### config.mk
export PLATFORM = sky130hd
export DESIGN_NAME = lane_alu
export DESIGN_NICKNAME = d
export VERILOG_FILES = /design/src/logic/lane_pkg.sv /design/src/logic/lane_alu.sv
export SDC_FILE = /design/constraint.sdc
export NUM_CORES = 1
export LEC_CHECK = 0
export ABC_AREA = 0
export BUFFER_PORTS_ARGS = -buffer_cell sky130_fd_sc_hd__buf_4
export CELL_PAD_IN_SITES_DETAIL_PLACEMENT = 1
export CELL_PAD_IN_SITES_GLOBAL_PLACEMENT = 1
export CORE_MARGIN = 4
export CORE_UTILIZATION = 45
export DETAILED_ROUTE_END_ITERATION = 10
export PLACE_DENSITY_LB_ADDON = 0.08
export SYNTH_ARGS = -nofsm -noshare
export SYNTH_HDL_FRONTEND = slang
export SYNTH_SLANG_ARGS = --single-unit
### constraint.sdc
create_clock -name clk_i -period 1.4 [get_ports clk_i]
set_input_delay 0.21 -clock clk_i [delete_from_list [all_inputs] [get_ports clk_i]]
set_output_delay 0.21 -clock clk_i [all_outputs]
set_load 0.005 [all_outputs]
### src/logic/lane_pkg.sv
// Shared widths, element types and enums of the vector lane, imported by every lane module
package lane_pkg;

  ////////////////////
  // Sizing
  ////////////////////

  localparam int unsigned DataWidth = 32;
  localparam int unsigned NrVRegs   = 32;
  localparam int unsigned MaxVl     = 8;

  typedef logic [DataWidth-1:0] elen_t;
  typedef logic [4:0]           vreg_t;
  // Vector length, 0 up to MaxVl
  typedef logic [3:0]           vlen_t;
  // Register index times MaxVl plus element index
  typedef logic [7:0]           vaddr_t;
  typedef logic [2:0]           vid_t;

  ////////////////////
  // Encodings
  ////////////////////

  typedef enum logic [2:0] {
    OP_VADD,
    OP_VSUB,
    OP_VAND,
    OP_VOR,
    OP_VXOR,
    OP_VLOAD,
    OP_VSTORE
  } lane_op_e;

  typedef enum logic [1:0] {
    SEQ_IDLE,
    SEQ_RUN,
    SEQ_RESP
  } seq_state_e;

endpackage

### src/logic/lane_alu.sv
// Integer ALU of the lane, one register stage from operands to regfile write-back
`timescale 1ns/1ps

module lane_alu import lane_pkg::*; (
  input  logic     clk_i,
  input  logic     rst_ni,
  input  logic     valid_i,
  input  logic     last_i,
  input  lane_op_e op_i,
  input  vaddr_t   waddr_i,
  input  elen_t    opa_i,
  input  elen_t    opb_i,
  output logic     wb_we_o,
  output vaddr_t   wb_addr_o,
  output elen_t    wb_data_o,
  output logic     done_o
);

  elen_t  result;
  logic   wb_we_q;
  logic   wb_last_q;
  vaddr_t wb_addr_q;
  elen_t  wb_data_q;

  // opa is vs2 and opb is vs1, so subtraction gives vs2 - vs1
  always_comb begin
    case (op_i)
      OP_VADD: result = opa_i + opb_i;
      OP_VSUB: result = opa_i - opb_i;
      OP_VAND: result = opa_i & opb_i;
      OP_VOR:  result = opa_i | opb_i;
      OP_VXOR: result = opa_i ^ opb_i;
      default: result = opa_i;
    endcase
  end

  always_ff @(posedge clk_i or negedge rst_ni) begin
    if (!rst_ni) begin
      wb_we_q   <= 1'b0;
      wb_last_q <= 1'b0;
    end else begin
      wb_we_q   <= valid_i;
      wb_last_q <= valid_i & last_i;
    end
  end

  always_ff @(posedge clk_i) begin
    if (valid_i) begin
      wb_addr_q <= waddr_i;
      wb_data_q <= result;
    end
  end

  assign wb_we_o   = wb_we_q;
  assign wb_addr_o = wb_addr_q;
  assign wb_data_o = wb_data_q;
  // Instruction ends with the last element's write-back
  assign done_o    = wb_we_q & wb_last_q;

endmodule

==> results of run 1 <==
[Yosys cell counts, types with 3 or more instances]
| master | number |
|---|---|
| a31oi_1 | 9 |
| nand3b_1 | 5 |
| and2_1 | 4 |
| a21oi_1 | 72 |
| buf_1 | 6 |
| a211o_1 | 3 |
| o21bai_1 | 3 |
| nor2_1 | 69 |
| o31ai_1 | 8 |
| nand3_1 | 9 |
| mux2i_1 | 3 |
| a21boi_0 | 6 |
| or3_1 | 3 |
| o22ai_1 | 25 |
| nor3_1 | 11 |
| xor2_1 | 13 |
| a21o_1 | 15 |
| o21a_1 | 34 |
| clkbuf_1 | 28 |
| edfxtp_1 | 40 |
| ha_1 | 96 |
| clkbuf_8 | 4 |
| o21ai_0 | 43 |
| o221ai_1 | 3 |
| xnor2_1 | 36 |
| and3_1 | 4 |
| nor2b_1 | 4 |
| inv_1 | 74 |
| or4_4 | 4 |
| a22o_1 | 6 |
| o41ai_1 | 5 |
| nand2_1 | 56 |
| a22oi_1 | 3 |
| nand4_1 | 7 |
| o21ai_1 | 3 |
[metrics by stage]
step / setup slack [ns] / utilization [%] / std cells
after floorplan: -2.135 / - / 752
after global placement: -2.551 / 68.43 / 1219
after detailed placement: -2.896 / 68.43 / 1219
[logic make-up after synthesis]
kind of cell | Yosys count
AND/OR/NAND/NOR | 189
multiplexers | 3
buffers and inverters | 112
XOR/XNOR | 49
flip-flops | 42
adder cells (fa/ha/maj) | 97
AO/OA/AOI/OAI | 260
==> reports/metrics.csv, run 1 <==
metric,value,unit
synth_warnings,0,
synth-xor-area-share,7.188,%
outcome,aborted with a tool error,
synth_top_family_by_area,compound AO/OA/AOI/OAI gates,
cts_root_buf,clkbuf_16,
ys_ff_latch,42,
yosys-top-cells-area,"edfxtp_1 20%, ha_1 20%, a21oi_1 6.0%",
synth.mux.area_fraction,0.5029,%
synth.largest_area_cell,edfxtp_1,
synth-simple-area-share,14.94,%
synth-compound-area-share,28.25,%
synthFlopType,edfxtp_1,
synth_seq_area_share,20.96,%
cts_setup_buffers,46,
error,[ERROR DPL-0033] detailed placement checks failed during check placement.,
synth_area,5971,um^2
ioPinCount,121,
rows,41,
async_flop_share,4.762,%
syn_avg_cell_area,7.940,um^2
haltStage,4_1_cts,
chipHeight,123.2,um
gp_congestion,0.9738,
ctsHoldBuffers,1,
io_buffers,120,
start_util,46.56,%
yosys.area_share.adder,20.45,%
synth.top_cell.area_share,20.12,%
cts_sinks,42,
htreeDepth,2,
cts_buffers,5,
place_area,8776,um^2
cts-resized-gates,188,
fp.dieW,123.2,um
clk_path_buf_depth,2,
synth_edf_count,40,
synth_fp_nets,928,
post-dp-hpwl,23420,um
synthCells,752,
synth.distinct_cells,60,
==> run 2, diff against run 1 <==
CELL_PAD_IN_SITES_DETAIL_PLACEMENT = not set   (was 1)
CELL_PAD_IN_SITES_GLOBAL_PLACEMENT = not set   (was 1)
CORE_UTILIZATION = 38   (was 45)
PLACE_DENSITY_LB_ADDON = 0.15   (was 0.08)
==> run 2 against run 1 <==
Net effect: the flow now finishes, with violations (setup timing); synthesized cell count unchanged; area after synthesis unchanged.
==> reports/metrics.csv, run 2 <==
metric,value,unit,change
max-vdd-ir-drop,0.4531,mV,
yosys-top-cells-area,"edfxtp_1 20%, ha_1 20%, a21oi_1 6.0%",,unchanged
area_growth,70.18,%,
gp_congestion,0.9436,,was 0.9738
ioPinCount,121,,unchanged
critPathSlowestCell,or4_4,,
synthCells,752,,unchanged
pre_cts_slack,-2.579,ns,was -2.896 ns
cts_root_buf,clkbuf_16,,unchanged
power,6.911,mW,
layout-drive-gt1-share,47.22,%,
fp.dieW,133.4,um,was 123.2 um
grt_max_degree,97,,
cts_sinks,42,,unchanged
grt_pass1_wl,34850,um,
synth_seq_area_share,20.96,%,unchanged
nFillCells,1222,,
overflow,0,,
synthFlopType,edfxtp_1,,unchanged
post-route-period-util,255.4,%,
syn_avg_cell_area,7.940,um^2,unchanged
drt_iter0_markers,386,,
routed_wl,22470,um,
synth.largest_area_cell,edfxtp_1,,unchanged
synth_area,5971,um^2,unchanged
chipHeight,133.4,um,was 123.2 um
htreeDepth,2,,unchanged
num-nets-final,1274,,
ys_ff_latch,42,,unchanged
vias,7036,,
fin_crit,3.576,ns,
path_class,in -> reg,,
ant_nets,0,,
avgRoutedWirePerCell,17.15,um,
rows,45,,was 41
cp-start-kind,primary input,,
grt_antenna_before_repair,0,,
cts.reportedPaths.clkPinSlew,0.07,ns,
max_stage_delay,0.51,ns,
die_area,17780,um^2,
async_flop_share,4.762,%,unchanged
viasPerCell,5.371,,
fin_ws,-2.176,ns,
register_area,1251,um^2,
synth_warnings,0,,unchanged
crit_path_frequent_cell,o21ai_1,,
cp-end-kind,flip-flop,,
power_density,680.1,nW/um^2,
grt_setup_unrepaired,yes,,
synth_edf_count,40,,unchanged
drtPass1Iterations,4,,
cp.required,1.56,ns,
grt_usage,23.78,%,
worstPathCellList,buf_6 > nor4_4 > nand4_1 > or2_1 > or4_4 > buf_4 > o31ai_4 > xnor2_1 > ha_1 > a21oi_2 > nor2b_1 > o21ai_1 > or2b_4 > or3_1 > o21ai_1 > a21oi_1 > o21ai_1,,
grt_pass1_vias,7115,,
outcome,"complete, but fails checks",,was aborted with a tool error
clk_path_buf_depth,2,,unchanged
post-dp-hpwl,15880,um,was 23420 um
n_antenna_cell,0,,
crit_fanout,3,,
hold_path.class,in -> reg,,
cts_tree,done,,
hold_ws,0.08747,ns,
largest_reg_flops,32,,
crit_family,simple AND/OR/NAND/NOR gates,,
violations,setup timing,,
worst_slew_pin_slew,0.4750,ns,
final_common_cell,buf_4,,
synth.top_cell.area_share,20.12,%,unchanged
yosysMostFrequentCell,ha_1,,unchanged
total_leakage_power,4.782,nW,
hold_viol,0,,
io_buffers,120,,unchanged
path_buf_inv,2,,
synth.distinct_cells,60,,unchanged
crit_arrival,3.74,ns,
multi_input_area,5134,um^2,
synth_common_cells,"96 x ha_1, 74 x inv_1, 72 x a21oi_1",,unchanged
drv_slew,0,,
start_util,38.99,%,was 46.56%
drc,0,,
drv_cap,0,,
maxClockFrequency,279.7,MHz,
layout_common_cells,"333 x buf_4, 91 x ha_1, 70 x inv_1",,
cts_buffers,5,,unchanged
core_region_area,15310,um^2,
slew_headroom,67.52,%,
synth_fp_nets,928,,unchanged
setup_viol,31,,
-- run 2: cell counts after synthesis --
Identical to the previous run, type by type.
-- run 2: metal layers --
layer	GRT usage [%]	part of all wire [%]	vias to the layer above
met1	29.72	43	3370
li1	-	-	3399
met4	7.600	2.8	0
met5	0	0	-
met2	42.30	50	214
met3	3.248	4.6	53
-- run 2: what timing repair did --
item	4_1_cts	5_1_grt
hold buffers	1	0
pin swaps	75	63
hold endpoints to repair	2	0
gates cloned	0	1
buffers inserted	30	28
endpoints found under the setup margin	32	32
resized for setup	124	60
-- run 2: path summary, 6_finish.rpt --
path	from	endpoint	depth (start not counted)
setup / recovery	opb_i[7]	wb_data_o[31]	17
hold / removal	waddr_i[1]	wb_addr_o[1]	1
max in group asynchronous	rst_ni	wb_we_o	2
min in group asynchronous	rst_ni	wb_last_q	2
-- run 2: power by group --
group / switching, mW / internal [mW] / leakage, nW
logic: 1.94 / 2.10 / 4.30
registers: 0.0446 / 1.56 / 0.415
clock network: 0.591 / 0.670 / 0.0664
-- run 2: through the flow --
| step | setup TNS [ns] | instances | area (um^2) | util (%) |
|---|---|---|---|---|
| 6_report | -45.27 | 1310 | 10160 | 66.35 |
| 4_1_cts | -43.33 | 1289 | 9721 | 63.47 |
| 3_5_place_dp | -56.78 | 1253 | 8800 | 57.46 |
| 2_1_floorplan | -41.23 | 752 | 6320 | - |
| 5_1_grt | -48.16 | 1310 | 10160 | 66.35 |
| 3_3_place_gp | -54.83 | 1253 | 8800 | 57.46 |
-- run 2: cell families after synthesis --
group           Yosys count  share of synthesized area (%)
simple gates            189                          14.94
mux                       3                         0.5030
compound gates          260                          28.25
xor+xnor                 49                          7.188
buf+inv                 112                          7.712
fa+ha+maj                97                          20.45
flops                    42                          20.96
-- run 2: cell type report --
cell class | count | share of cell area, %
timing repair buffer | 377 | 30.34
multi-input combinational | 598 | 50.52
clock inverter | 3 | 0.2340
sequential | 42 | 12.31
inverter | 74 | 2.758
clock buffer | 5 | 1.231
tap | 211 | 2.598
Power figures use the tool's default switching activity.
