<file path="src/logic/lane_pkg.sv">
// Shared widths, element types and enums of the vector lane, imported by every lane module
package lane_pkg;

  ////////////////////
  // Sizing
  ////////////////////

  localparam int unsigned DataWidth = 32;
  localparam int unsigned NrVRegs   = 32;
  localparam int unsigned MaxVl     = 8;

  typedef logic [DataWidth-1:0] elen_t;
  typedef logic [4:0]           vreg_t;
  // Vector length, 0 up to MaxVl
  typedef logic [3:0]           vlen_t;
  // Register index times MaxVl plus element index
  typedef logic [7:0]           vaddr_t;
  typedef logic [2:0]           vid_t;

  ////////////////////
  // Encodings
  ////////////////////

  typedef enum logic [2:0] {
    OP_VADD,
    OP_VSUB,
    OP_VAND,
    OP_VOR,
    OP_VXOR,
    OP_VLOAD,
    OP_VSTORE
  } lane_op_e;

  typedef enum logic [1:0] {
    SEQ_IDLE,
    SEQ_RUN,
    SEQ_RESP
  } seq_state_e;

endpackage

</file>
<file path="src/logic/operand_requester.sv">
// Operand requester, walks the elements of the running instruction and feeds ALU, load and store
`timescale 1ns/1ps

module operand_requester import lane_pkg::*; #(
  parameter int unsigned MaxVlP = MaxVl
) (
  input  logic     clk_i,
  input  logic     rst_ni,
  input  logic     start_i,
  input  lane_op_e op_i,
  input  vreg_t    vd_i,
  input  vreg_t    vs1_i,
  input  vreg_t    vs2_i,
  input  vlen_t    vl_i,
  output logic     done_o,
  output logic     rd_en_o,
  output vaddr_t   rd_addr_a_o,
  output vaddr_t   rd_addr_b_o,
  input  elen_t    rd_data_a_i,
  output logic     alu_valid_o,
  output logic     alu_last_o,
  output lane_op_e alu_op_o,
  output vaddr_t   alu_waddr_o,
  output logic     ld_we_o,
  output vaddr_t   ld_waddr_o,
  output elen_t    ld_wdata_o,
  input  logic     ldu_valid_i,
  input  elen_t    ldu_wdata_i,
  output logic     ldu_ready_o,
  output elen_t    stu_operand_o,
  output logic     stu_operand_valid_o,
  input  logic     stu_operand_ready_i
);

  logic     active_q;
  vlen_t    cnt_q;
  logic     is_load;
  logic     is_store;
  logic     last_elem;
  logic     alu_issue;
  logic     st_issue;
  logic     st_handoff;
  logic     advance;
  logic     rd_pend_q;
  logic     rd_pend_last_q;
  logic     stu_valid_q;
  logic     stu_last_q;
  elen_t    stu_data_q;
  logic     alu_valid_q;
  logic     alu_last_q;
  vaddr_t   alu_waddr_q;
  lane_op_e alu_op_q;

  function automatic vaddr_t elem_addr(vreg_t vreg, vlen_t idx);
    return vaddr_t'(vreg * MaxVlP + idx);
  endfunction

  assign is_load   = (op_i == OP_VLOAD);
  assign is_store  = (op_i == OP_VSTORE);
  assign last_elem = (cnt_q == vl_i - 1'b1);

  // One read in flight at most while storing
  assign alu_issue  = active_q & !is_load & !is_store;
  assign st_issue   = active_q & is_store & !rd_pend_q & (!stu_valid_q | stu_operand_ready_i);
  assign st_handoff = stu_valid_q & stu_operand_ready_i;
  assign advance    = alu_issue | st_issue | ld_we_o;

  assign ldu_ready_o = active_q & is_load;
  assign ld_we_o     = ldu_ready_o & ldu_valid_i;
  assign ld_waddr_o  = elem_addr(vd_i, cnt_q);
  assign ld_wdata_o  = ldu_wdata_i;

  // Stores read register vd through port a
  assign rd_en_o     = alu_issue | st_issue;
  assign rd_addr_a_o = is_store ? elem_addr(vd_i, cnt_q) : elem_addr(vs2_i, cnt_q);
  assign rd_addr_b_o = elem_addr(vs1_i, cnt_q);

  assign done_o = ((alu_issue | ld_we_o) & last_elem) | (st_handoff & stu_last_q);

  always_ff @(posedge clk_i or negedge rst_ni) begin
    if (!rst_ni) begin
      active_q       <= 1'b0;
      cnt_q          <= '0;
      rd_pend_q      <= 1'b0;
      rd_pend_last_q <= 1'b0;
      stu_valid_q    <= 1'b0;
      stu_last_q     <= 1'b0;
      alu_valid_q    <= 1'b0;
      alu_last_q     <= 1'b0;
    end else begin
      if (start_i) begin
        active_q <= 1'b1;
        cnt_q    <= '0;
      end else if (advance) begin
        if (last_elem) begin
          active_q <= 1'b0;
        end else begin
          cnt_q <= cnt_q + 1'b1;
        end
      end
      rd_pend_q      <= st_issue;
      rd_pend_last_q <= st_issue & last_elem;
      // Output register is always empty when the pending read lands
      if (rd_pend_q) begin
        stu_valid_q <= 1'b1;
        stu_last_q  <= rd_pend_last_q;
      end else if (st_handoff) begin
        stu_valid_q <= 1'b0;
      end
      alu_valid_q <= alu_issue;
      alu_last_q  <= alu_issue & last_elem;
    end
  end

  always_ff @(posedge clk_i) begin
    if (rd_pend_q) begin
      stu_data_q <= rd_data_a_i;
    end
    if (alu_issue) begin
      alu_waddr_q <= elem_addr(vd_i, cnt_q);
      alu_op_q    <= op_i;
    end
  end

  assign stu_operand_o       = stu_data_q;
  assign stu_operand_valid_o = stu_valid_q;

  // Aligned with the regfile read data
  assign alu_valid_o = alu_valid_q;
  assign alu_last_o  = alu_last_q;
  assign alu_waddr_o = alu_waddr_q;
  assign alu_op_o    = alu_op_q;

endmodule

</file>
<file path="config.mk">
export PLATFORM = sky130hd
export DESIGN_NAME = operand_requester
export DESIGN_NICKNAME = d
export VERILOG_FILES = /design/src/logic/lane_pkg.sv /design/src/logic/operand_requester.sv
export SDC_FILE = /design/constraint.sdc
export NUM_CORES = 1
export LEC_CHECK = 0
export BUFFER_PORTS_ARGS = -buffer_cell sky130_fd_sc_hd__clkbuf_2
export CORE_UTILIZATION = 43
export DETAILED_ROUTE_END_ITERATION = 10
export MAX_ROUTING_LAYER = met4
export PLACE_DENSITY = 0.91
export SYNTH_ARGS = -nofsm -noshare
export SYNTH_HDL_FRONTEND = slang
export SYNTH_SLANG_ARGS = --single-unit
</file>
<file path="constraint.sdc">
create_clock -name clk_i -period 3.2 [get_ports clk_i]
set_input_delay 0.64 -clock clk_i [delete_from_list [all_inputs] [get_ports clk_i]]
set_output_delay 0.64 -clock clk_i [all_outputs]
set_load 0.02 [all_outputs]
</file>
# After elaboration in Yosys (flattened, before gate mapping)
# Index checks and enable logic that the tools add are counted.
totals:
  reg_bits: 54
  input_bits: 91
  output_inout_bits: 106
  wordCells: 55
classes:
  addsub: 5
  eq_ne: 4
  n_mux: 9
  bitwise_logic: 17
  reduce_logical: 9
op_table:
  columns: ["cell", "n"]
  rows:
  - ["8-bit by 4-bit adder with 8-bit output", 3]
  - ["1-bit bitwise AND", 12]
  - ["4-bit two-way mux", 3]
  - ["8-bit two-way mux", 1]
  - ["3-bit == test, second input constant", 2]
  - ["2-bit nonzero test", 3]
  - ["1-bit two-way mux", 5]
  - ["1-bit OR", 5]
  - ["4-bit by 1-bit adder with 4-bit output, second input constant", 1]
  - ["4-bit == test", 1]
  - ["1-bit zero test", 4]
  - ["2-bit AND reduction", 2]
  - ["4-bit by 1-bit subtractor with 4-bit output, second input constant", 1]
  - ["2-bit inequality test, second input constant", 1]

# Logic depth before layout (Yosys ltp)
# Gate-level depths: netlist of the first run.
logic_depth:
  depth_word: 8
  mapped_depth: 7
  depth_no_buf: 7

# Worst setup path before layout of the first run
# OpenSTA, ideal clock, no wires.
synth_timing:
  kind: "input to output"
  startpoint: "input vd_i[0]"
  endpoint: "output rd_addr_a_o[7]"
  arrival_ns: 1.940
  required_ns: 2.560
  path_slack_ns: 0.620
  path_stages: 6
  n_path_buf: 0
  cell_sequence: "ha_1 -> ha_1 -> nand3_1 -> xnor2_1 -> nor2_1 -> a21oi_1"
synth_via:
  elab_chain_cells: 2
synth_lines:
  columns: ["element", "line", "text"]
  rows:
  - ["from (decl)", "operand_requester.sv:11", "input vreg_t vd_i,"]
  - ["8-bit by 4-bit adder with 8-bit output", null, null]
  - ["net ld_waddr_o[7]", "operand_requester.sv:25", "output vaddr_t ld_waddr_o,"]
  - ["8-bit two-way mux", "operand_requester.sv:75", "assign rd_addr_a_o = is_store ? elem_addr(vd_i, cnt_q) : elem_addr(vs2_i, cnt_q);"]
  - ["to (decl)", "operand_requester.sv:17", "output vaddr_t rd_addr_a_o,"]
# The timed path passes the listed nets, and every way through them passes these cells.

# Final worst setup path of the first run
layout_timing:
  startpoint: "input vl_i[0]"
  endpoint: "output done_o"
layout_via:
  elab_chain_cells: 4
layout_lines:
  columns: ["element", "line", "text"]
  rows:
  - ["from (decl)", "operand_requester.sv:14", "input vlen_t vl_i,"]
  - ["4-bit by 1-bit subtractor with 4-bit output", "operand_requester.sv:60", "assign last_elem = (cnt_q == vl_i - 1'b1);"]
  - ["4-bit == test", "operand_requester.sv:60", null]
  - ["1-bit bitwise AND", "operand_requester.sv:78", "assign done_o = ((alu_issue | ld_we_o) & last_elem) | (st_handoff & stu_last_q);"]
  - ["1-bit OR", "operand_requester.sv:78", null]
  - ["to (decl)", "operand_requester.sv:15", "output logic done_o,"]
# Every way passes these cells.

==> flow_summary.json, run 1 <==
{
  "ys_seq_area_frac": 0.621,
  "path_common_cell": "clkbuf_2",
  "hp-class": "in2async",
  "critical_path_buf_inv_count": 3,
  "die_w_um": 78.6,
  "ys.flop_type": "edfxtp_1",
  "die_h_um": 78.6,
  "grt_max_degree": 34,
  "ctsResizeCount": 0,
  "crit_path_end_kind": "primary output",
  "cts_root_buf": "clkbuf_8",
  "antenna_cells": 0,
  "crit_type": "in2out",
  "cp_data_arrival_time_ps": 2000,
  "nets": 378,
  "vias_per_cell": 4.89,
  "dp_hpwl_um": 4400,
  "cts_sinks": 54,
  "grt_pass1_vias": 1613,
  "pin_count": 197,
  "ant_nets": 0,
  "final_max_slew_viol_count": 0,
  "grt_use_total": 0.175,
  "worstMarginPinSlew_ps": 496,
  "fin_setup_tns_ps": 0,
  "floorplan.die_area_um2": 6170,
  "synth-async-reset-ratio": 0.204,
  "critPathLaunchType": "primary input",
  "cts_hold_buf": 0,
  "crit_fanout": 9,
  "place_congestion": 0.773,
  "cts_setup_buffers": 0,
  "htreeDepth": 2,
  "gr-total-overflow": 0,
  "synth-seq-cells": 54,
  "max_cap_violations": 0,
  "required_ps": 2560,
  "dr.first_iter.drc_count": 66,
  "cpLargestDelayFamily": "simple AND/OR/NAND/NOR gates",
  "area_growth_pct": 22.2,
  "cts_made_buffers": 5,
  "crit_slowest_cell": "ha_1",
  "cts_buffer_depth": 2,
  "power_density_nw_per_um2": 524,
  "rows": 27,
  "synthCells": 180,
  "avgSynthCellArea_um2": 14.0,
  "coreArea_um2": 5570,
  "cts_tree": "yes",
  "finClkSkew_ps": 3.72,
  "hold_viol": 0,
  "max_freq_mhz": 379,
  "leakage_uw": 0.00144,
  "firstDrtPassIters": 5,
  "finalSetupViolCount": 0,
  "wirelength_um": 5410,
  "finalWorstSetupSlack_ps": 561,
  "cp_slowest_stage_delay_ps": 290,
  "outcome": "finished clean",
  "antenna_found_initial": 0,
  "drc": 0,
  "finalCriticalPeriod_ps": 2640,
  "worstPathCellList": "clkbuf_2 > inv_1 > ha_1 > xor2_1 > nand3_2 > nor2_4 > nand3_1 > nand2_1 > clkbuf_2",
  "insertion_delay_ps": 290,
  "grt_pass1_wl_um": 7870,
  "ir_worst_vdd_mv": 0.244,
  "post-route-period-util": 0.825,
  "wl_per_cell_um": 15.4,
  "ys.warnings.count": 0,
  "place_ws_ps": 526,
  "start_util": 0.452,
  "via_count": 1720,
  "synth_edf_count": 43,
  "grt_setup_unrepaired": "no",
  "port_buffers": 132,
  "syn_nets": 279,
  "drive_gt1_frac": 0.539,
  "synth_cell_types": 39,
  "synth_area_um2": 2520,
  "relSlewSlack": 0.669,
  "clkTransAtPathRegs_ps": 90,
  "nFillCells": 475
}
-- final cells by class --
| type | instances | area (µm²) | share of cell area |
|---|---|---|---|
| clock inverters | 2 | 37.5 | 0.0122 |
| repair buffers | 133 | 668 | 0.217 |
| multi-input cells | 78 | 621 | 0.201 |
| inverters | 7 | 26.3 | 0.00853 |
| well taps | 72 | 90.1 | 0.0292 |
| flip-flops and latches | 54 | 1570 | 0.508 |
| clock buffers | 6 | 72.6 | 0.0235 |
-- Yosys cell counts (3+ instances only) --
cell      instances  area, µm²
dfrtp_1          11        275
edfxtp_1         43       1290
ha_1              8        100
inv_1             5       18.8
o21ai_0           3       15.0
xor2_1            6       52.6
a21oi_1           7       35.0
xnor2_1           6       52.6
nand2_1           5       18.8
buf_4            41        308
nor2_1            3       11.3
nand3_1           9       45.0
-- power breakdown --
part           total (µW)  internal [µW]  switching, µW  leakage (µW)
Sequential            850            816           33.9      0.000548
Combinational         322            116            206      0.000843
Clock                 442            233            209     0.0000514
-- stage by stage --
stage / util / area, µm² / instances / total power (µW) / hold WS, ps
floorplan: - / 2520 / 180 / 1140 / 344
global placement: 0.533 / 2970 / 344 / 1180 / 466
detailed placement: 0.533 / 2970 / 344 / 1190 / 470
CTS: 0.553 / 3080 / 352 / 1630 / 201
global route: 0.553 / 3080 / 352 / 1690 / 199
finish: 0.553 / 3080 / 352 / 1610 / 200
-- worst paths after layout --
| kind | from | endpoint | slack (ps) | cells past startpoint |
|---|---|---|---|---|
| max in group asynchronous | rst_ni | cnt_q[2] | 2780 | 1 |
| worst min-delay path | rst_ni | stu_last_q | 200 | 1 |
| worst max-delay path | vl_i[0] | done_o | 560 | 9 |
| worst max register to register | cnt_q[2] | cnt_q[2] | 1230 | 5 |
| min in group clk_i | rd_pend_last_q | stu_last_q | 490 | 1 |
| worst min register to register | rd_pend_last_q | stu_last_q | 490 | 1 |
-- logic make-up after synthesis --
| kind of cell | after synthesis | synth area share |
|---|---|---|
| muxes | 3 | 0.0134 |
| buffers and inverters | 48 | 0.133 |
| and+or+nand+nor | 35 | 0.0844 |
| adders and majority gates | 8 | 0.0397 |
| xor gates and xnor gates | 14 | 0.0615 |
| AOI/OAI and AO/OA | 18 | 0.0471 |
| DFF | 54 | 0.621 |
-- state kept, by name, indices dropped and copies added (netlist names) --
signal,count
stu_operand_o,32
alu_waddr_o,8
cnt_q,4
alu_op_o,3
active_q,1
alu_last_o,1
alu_valid_o,1
rd_pend_last_q,1
rd_pend_q,1
stu_last_q,1
stu_operand_valid_o,1
-- placed cells by master (no fill, tap or decap), types with 3 or more instances in the layout --
master and count:
nand2_1 5, edfxtp_1 43, clkbuf_8 5, xnor2_1 6, inv_1 5, dfrtp_1 11, nor2_1 3, ha_1 8
a21oi_1 7, o21ai_0 3, clkbuf_2 132, nand3_1 9, xor2_1 6
-- per-layer routing --
layer  track usage  share of wire  vias up
li1              -              -      798
met1         0.181           0.35      798
met2         0.306           0.53      100
met3        0.0512          0.094       24
met4        0.0778          0.027        0
met5             -              0        -
Power figures use the tool's default switching activity.
==> inputs of run 2 (changes only) <==
--- a/config.mk
+++ b/config.mk
@@ -6,10 +6,10 @@
 export NUM_CORES = 1
 export LEC_CHECK = 0
 export BUFFER_PORTS_ARGS = -buffer_cell sky130_fd_sc_hd__clkbuf_2
-export CORE_UTILIZATION = 43
+export CORE_UTILIZATION = 40
 export DETAILED_ROUTE_END_ITERATION = 10
 export MAX_ROUTING_LAYER = met4
-export PLACE_DENSITY = 0.91
+export PLACE_DENSITY = 0.86
 export SYNTH_ARGS = -nofsm -noshare
 export SYNTH_HDL_FRONTEND = slang
 export SYNTH_SLANG_ARGS = --single-unit
==> constraint.sdc (replaced) <==
create_clock -name clk_i -period 2.6 [get_ports clk_i]
set_input_delay 0.52 -clock clk_i [delete_from_list [all_inputs] [get_ports clk_i]]
set_output_delay 0.52 -clock clk_i [all_outputs]
set_load 0.02 [all_outputs]
==> flow_summary.json, run 2 (same netlist as run 1, synthesis figures left out) <==
{
  "grt_pass1_vias": 1511,
  "clock_power_share": 0.270,
  "insertion_delay_ps": 290,
  "wirelength_um": 5410,
  "antenna_cells": 0,
  "p_int_uw": 1440,
  "drive_gt1_frac": 0.546,
  "max_cap_violations": 0,
  "worstMarginPinSlew_ps": 483,
  "die_h_um": 81.4,
  "seqPwrFrac": 0.518,
  "die_w_um": 81.4,
  "cts_hold_buf": 0,
  "power.switching_uw": 548,
  "required_ps": 2080,
  "cts_buffer_depth": 2,
  "critPathLaunchType": "register",
  "nets": 380,
  "comb_power_share": 0.213,
  "area_growth_pct": 23.0,
  "post-route-period-util": 0.923,
  "wl_per_cell_um": 15.2,
  "pin_count": 197,
  "final_max_slew_viol_count": 0,
  "hold_viol": 0,
  "layout_commonest_cell": "clkbuf_2",
  "finalWorstSetupSlack_ps": 201,
  "p_sw_frac": 0.275,
  "finalCriticalPeriod_ps": 2400,
  "grt_max_degree": 34,
  "crit_type": "reg2out",
  "worstPathCellList": "xnor2_1 > xnor2_4 > nor2_4 > nand3_1 > nand2_1 > clkbuf_2",
  "htreeDepth": 2,
  "grt_use_total": 0.162,
  "fin_setup_tns_ps": 0,
  "largest_reg_flops": 32,
  "finalSetupViolCount": 0,
  "via_count": 1708,
  "relSlewSlack": 0.678,
  "ant_nets": 0,
  "drc": 0,
  "ir_worst_vdd_mv": 0.356,
  "start_util": 0.421,
  "place_ws_ps": 182,
  "antenna_found_initial": 0,
  "finClkSkew_ps": 3.59,
  "dr.first_iter.drc_count": 66,
  "max_freq_mhz": 417,
  "dp_hpwl_um": 4420,
  "rows": 28,
  "layout_common_cells": "clkbuf_2 (132), edfxtp_1 (43), dfrtp_1 (10)",
  "floorplan.die_area_um2": 6620,
  "crit_slowest_cell": "dfrtp_2",
  "power_density_nw_per_um2": 642,
  "firstDrtPassIters": 4,
  "vias_per_cell": 4.78,
  "cp_slowest_stage_delay_ps": 470,
  "cts_root_buf": "clkbuf_8",
  "cts_made_buffers": 5,
  "coreArea_um2": 5990,
  "cp_data_arrival_time_ps": 1880,
  "grt_pass1_wl_um": 7450,
  "critical_path_buf_inv_count": 1,
  "leakage_uw": 0.00145,
  "hp-class": "in2async",
  "gr-total-overflow": 0,
  "outcome": "finished clean",
  "crit_path_end_kind": "primary output",
  "clkTransAtPathRegs_ps": 90,
  "place_congestion": 0.825,
  "port_buffers": 132,
  "cts_tree": "yes",
  "cpLargestDelayFamily": "XOR/XNOR gates",
  "crit_fanout": 9,
  "grt_setup_unrepaired": "no",
  "cts_sinks": 54
}
[run 2: cell types whose count changed in the layout (fill, tap and decap cells not counted)]
| cell | delta |
|---|---|
| dfrtp_2 | +1 |
| buf_4 | +2 |
| dfrtp_1 | -1 |
[run 2: per-stage QoR]
step	hold slack (ps)	cell area [µm²]	total power [µW]	std cells	utilization
3_3_place_gp	405	2990	1470	349	0.499
3_5_place_dp	415	2990	1480	349	0.499
2_1_floorplan	224	2520	1400	180	-
6_report	80.8	3100	1990	357	0.518
5_1_grt	84.2	3100	2090	357	0.518
4_1_cts	80.3	3100	2020	357	0.518
[run 2: worst paths after layout]
kind | start | endpoint | slack [ps] | depth (start not counted)
worst max-delay path | cnt_q[3] | done_o | 200 | 6
worst min-delay path | rst_ni | stu_operand_valid_o | 80 | 1
worst max register to register | cnt_q[3] | cnt_q[3] | 710 | 5
worst min register to register | rd_pend_last_q | stu_last_q | 500 | 1
max in group asynchronous | rst_ni | cnt_q[3] | 2290 | 1
min in group clk_i | rd_data_a_i[17] | stu_operand_o[17] | 400 | 1
[run 2: area by class of cell]
cell class	count	area, µm²
Clock inverter	2	37.5
Inverter	7	26.3
Fill cell	513	2890
Timing Repair Buffer	135	683
Sequential cell	54	1570
Clock buffer	6	72.6
Multi-Input combinational cell	78	621
Tap cell	75	93.8
[run 2: timing repair]
action / CTS / global route
setup buffers: 0 / 0
endpoints found under the setup margin: 0 / 1
gates resized for setup: 0 / 1
[run 2: per-layer routing]
metal,share of wire,routed length [µm],track usage,vias to the layer above
met4,0.035,192,0.109,0
met2,0.54,2900,0.290,82
met5,0,0,-,-
met3,0.10,547,0.0427,24
met1,0.33,1770,0.149,797
li1,-,-,-,805
[run 2: power groups by stage]
stage	clock [µW]	combinational, µW	sequential (µW)
2_1_floorplan	0	277	1120
3_3_place_gp	0	419	1050
3_5_place_dp	0	429	1050
4_1_cts	562	430	1030
5_1_grt	594	457	1040
6_report	537	424	1030
[run 2: worst reg2reg max path, stage by stage (launching register included)]
cell and delay (ps):
dfrtp_2 470, xnor2_1 400, xnor2_4 190, nor2_4 90, or4_1 500, a21oi_1 150
==> inputs of run 3 (changes only) <==
--- a/config.mk
+++ b/config.mk
@@ -6,6 +6,7 @@
 export NUM_CORES = 1
 export LEC_CHECK = 0
 export BUFFER_PORTS_ARGS = -buffer_cell sky130_fd_sc_hd__clkbuf_2
+export CORE_MARGIN = 4
 export CORE_UTILIZATION = 40
 export DETAILED_ROUTE_END_ITERATION = 10
 export MAX_ROUTING_LAYER = met4
==> flow_summary.json, run 3 (same netlist as run 1, synthesis figures left out) <==
{
  "crit_end": "done_o",
  "rr_worst_depth": 5,
  "ir_worst_vdd_mv": 0.296,
  "rows": 28,
  "cp_slowest_stage_delay_ps": 490,
  "path_depth": 6,
  "final_max_slew_viol_count": 0,
  "crit_path_start": "cnt_q[2]",
  "ant_nets": 0,
  "power.switching_uw": 550,
  "antenna_cells": 0,
  "gr-total-overflow": 0,
  "dp_hpwl_um": 4930,
  "start_util": 0.418,
  "required_ps": 2080,
  "firstDrtPassIters": 4,
  "die_w_um": 87.4,
  "largest_reg_flops": 32,
  "grt_max_degree": 34,
  "die_h_um": 87.4,
  "ff2ff_setup_slack_ps": 670,
  "crit_slowest_cell": "dfrtp_1",
  "cpLargestDelayFamily": "simple AND/OR/NAND/NOR gates",
  "worstPathCellList": "xnor3_1 > nand3_2 > nor2_4 > nand3_1 > nand2_1 > clkbuf_2",
  "finClkSkew_ps": 6.86,
  "port_buffers": 132,
  "seqPwrFrac": 0.552,
  "drive_gt1_frac": 0.544,
  "pin_count": 197,
  "cts_setup_buffers": 0,
  "cts_root_buf": "clkbuf_8",
  "place_ws_ps": 161,
  "cts_tree": "yes",
  "finalSetupViolCount": 0,
  "p_int_uw": 1340,
  "drc": 0,
  "comb_power_share": 0.218,
  "wl_per_cell_um": 16.6,
  "final_util": 0.509,
  "fin_setup_tns_ps": 0,
  "critical_path_buf_inv_count": 1,
  "finalCriticalPeriod_ps": 2430,
  "area_growth_pct": 21.7,
  "r2r_end": "cnt_q[3]",
  "hp-class": "in2async",
  "cts_sinks": 54,
  "leakage_uw": 0.00144,
  "insertion_delay_ps": 290,
  "cts_made_buffers": 5,
  "critPathLaunchType": "register",
  "dr.first_iter.drc_count": 69,
  "outcome": "finished clean",
  "wirelength_um": 5920,
  "via_count": 1733,
  "power_density_nw_per_um2": 615,
  "finalWorstSetupSlack_ps": 171,
  "grt_use_total": 0.150,
  "antenna_found_initial": 0,
  "floorplan.die_area_um2": 7640,
  "coreArea_um2": 6030,
  "nets": 379,
  "clkTransAtPathRegs_ps": 90,
  "layout_common_cells": "clkbuf_2 (132), edfxtp_1 (43), dfrtp_1 (10)",
  "place_congestion": 0.836,
  "cts_buffer_depth": 2,
  "rr_startpoint": "cnt_q[2]",
  "crit_type": "reg2out",
  "max_freq_mhz": 412,
  "vias_per_cell": 4.87,
  "grt_setup_unrepaired": "no",
  "cp_data_arrival_time_ps": 1910,
  "totalPowerFinal_uw": 1890,
  "clock_power_share": 0.230,
  "grt_pass1_vias": 1688,
  "crit_fanout": 9,
  "grt_pass1_wl_um": 8350,
  "worstMarginPinSlew_ps": 475,
  "relSlewSlack": 0.683,
  "crit_path_end_kind": "primary output",
  "max_cap_violations": 0,
  "hold_viol": 0,
  "post-route-period-util": 0.934,
  "layout_commonest_cell": "clkbuf_2",
  "p_sw_frac": 0.292,
  "htreeDepth": 2
}
run 3: area by class of cell:
| class | instances | area (µm²) |
|---|---|---|
| Clock buffer | 5 | 68.8 |
| Fill cell | 517 | 2960 |
| Tap cell | 75 | 93.8 |
| Timing Repair Buffer | 134 | 676 |
| Clock inverter | 3 | 16.3 |
| Inverter | 7 | 26.3 |
| Sequential cell | 54 | 1570 |
| Multi-Input combinational cell | 78 | 621 |
run 3: how the worst min path moves through the flow:
| stage | startpoint | cells past startpoint | slack, ps | end |
|---|---|---|---|---|
| CTS | rst_ni | 1 | 80 | cnt_q[3] |
| floorplan | rst_ni | 0 | 220 | active_q |
| finish | rst_ni | 1 | 80 | alu_valid_o |
| global route | rst_ni | 1 | 80 | alu_valid_o |
| detailed placement | rst_ni | 1 | 410 | cnt_q[3] |
| global placement | rst_ni | 1 | 410 | alu_valid_o |
run 3: power groups by stage:
stage | registers (µW) | clock network, µW | logic [µW]
2_1_floorplan | 1120 | 0 | 277
3_3_place_gp | 1060 | 0 | 404
3_5_place_dp | 1060 | 0 | 414
4_1_cts | 1040 | 449 | 416
5_1_grt | 1050 | 493 | 441
6_report | 1040 | 434 | 411
run 3: timing repair:
action | CTS | global route
endpoints found under the setup margin | 0 | 2
resized for setup | 0 | 1
endpoints found under the hold margin | 0 | 0
hold buffers | 0 | 0
run 3: through the flow:
| step | std cells | instance area, µm² | hold slack (ps) |
|---|---|---|---|
| 6_report | 356 | 3070 | 77.1 |
| 5_1_grt | 356 | 3070 | 76.3 |
| 4_1_cts | 356 | 3070 | 78.3 |
| 3_5_place_dp | 348 | 2980 | 413 |
| 3_3_place_gp | 348 | 2980 | 410 |
| 2_1_floorplan | 180 | 2520 | 224 |
run 3: routing by layer:
layer,track usage,part of all wire,vias up,wire (µm)
li1,-,-,801,-
met1,0.143,0.33,811,1950
met2,0.271,0.53,105,3130
met3,0.0388,0.11,16,636
met4,0.0851,0.034,0,200
met5,-,0,-,0
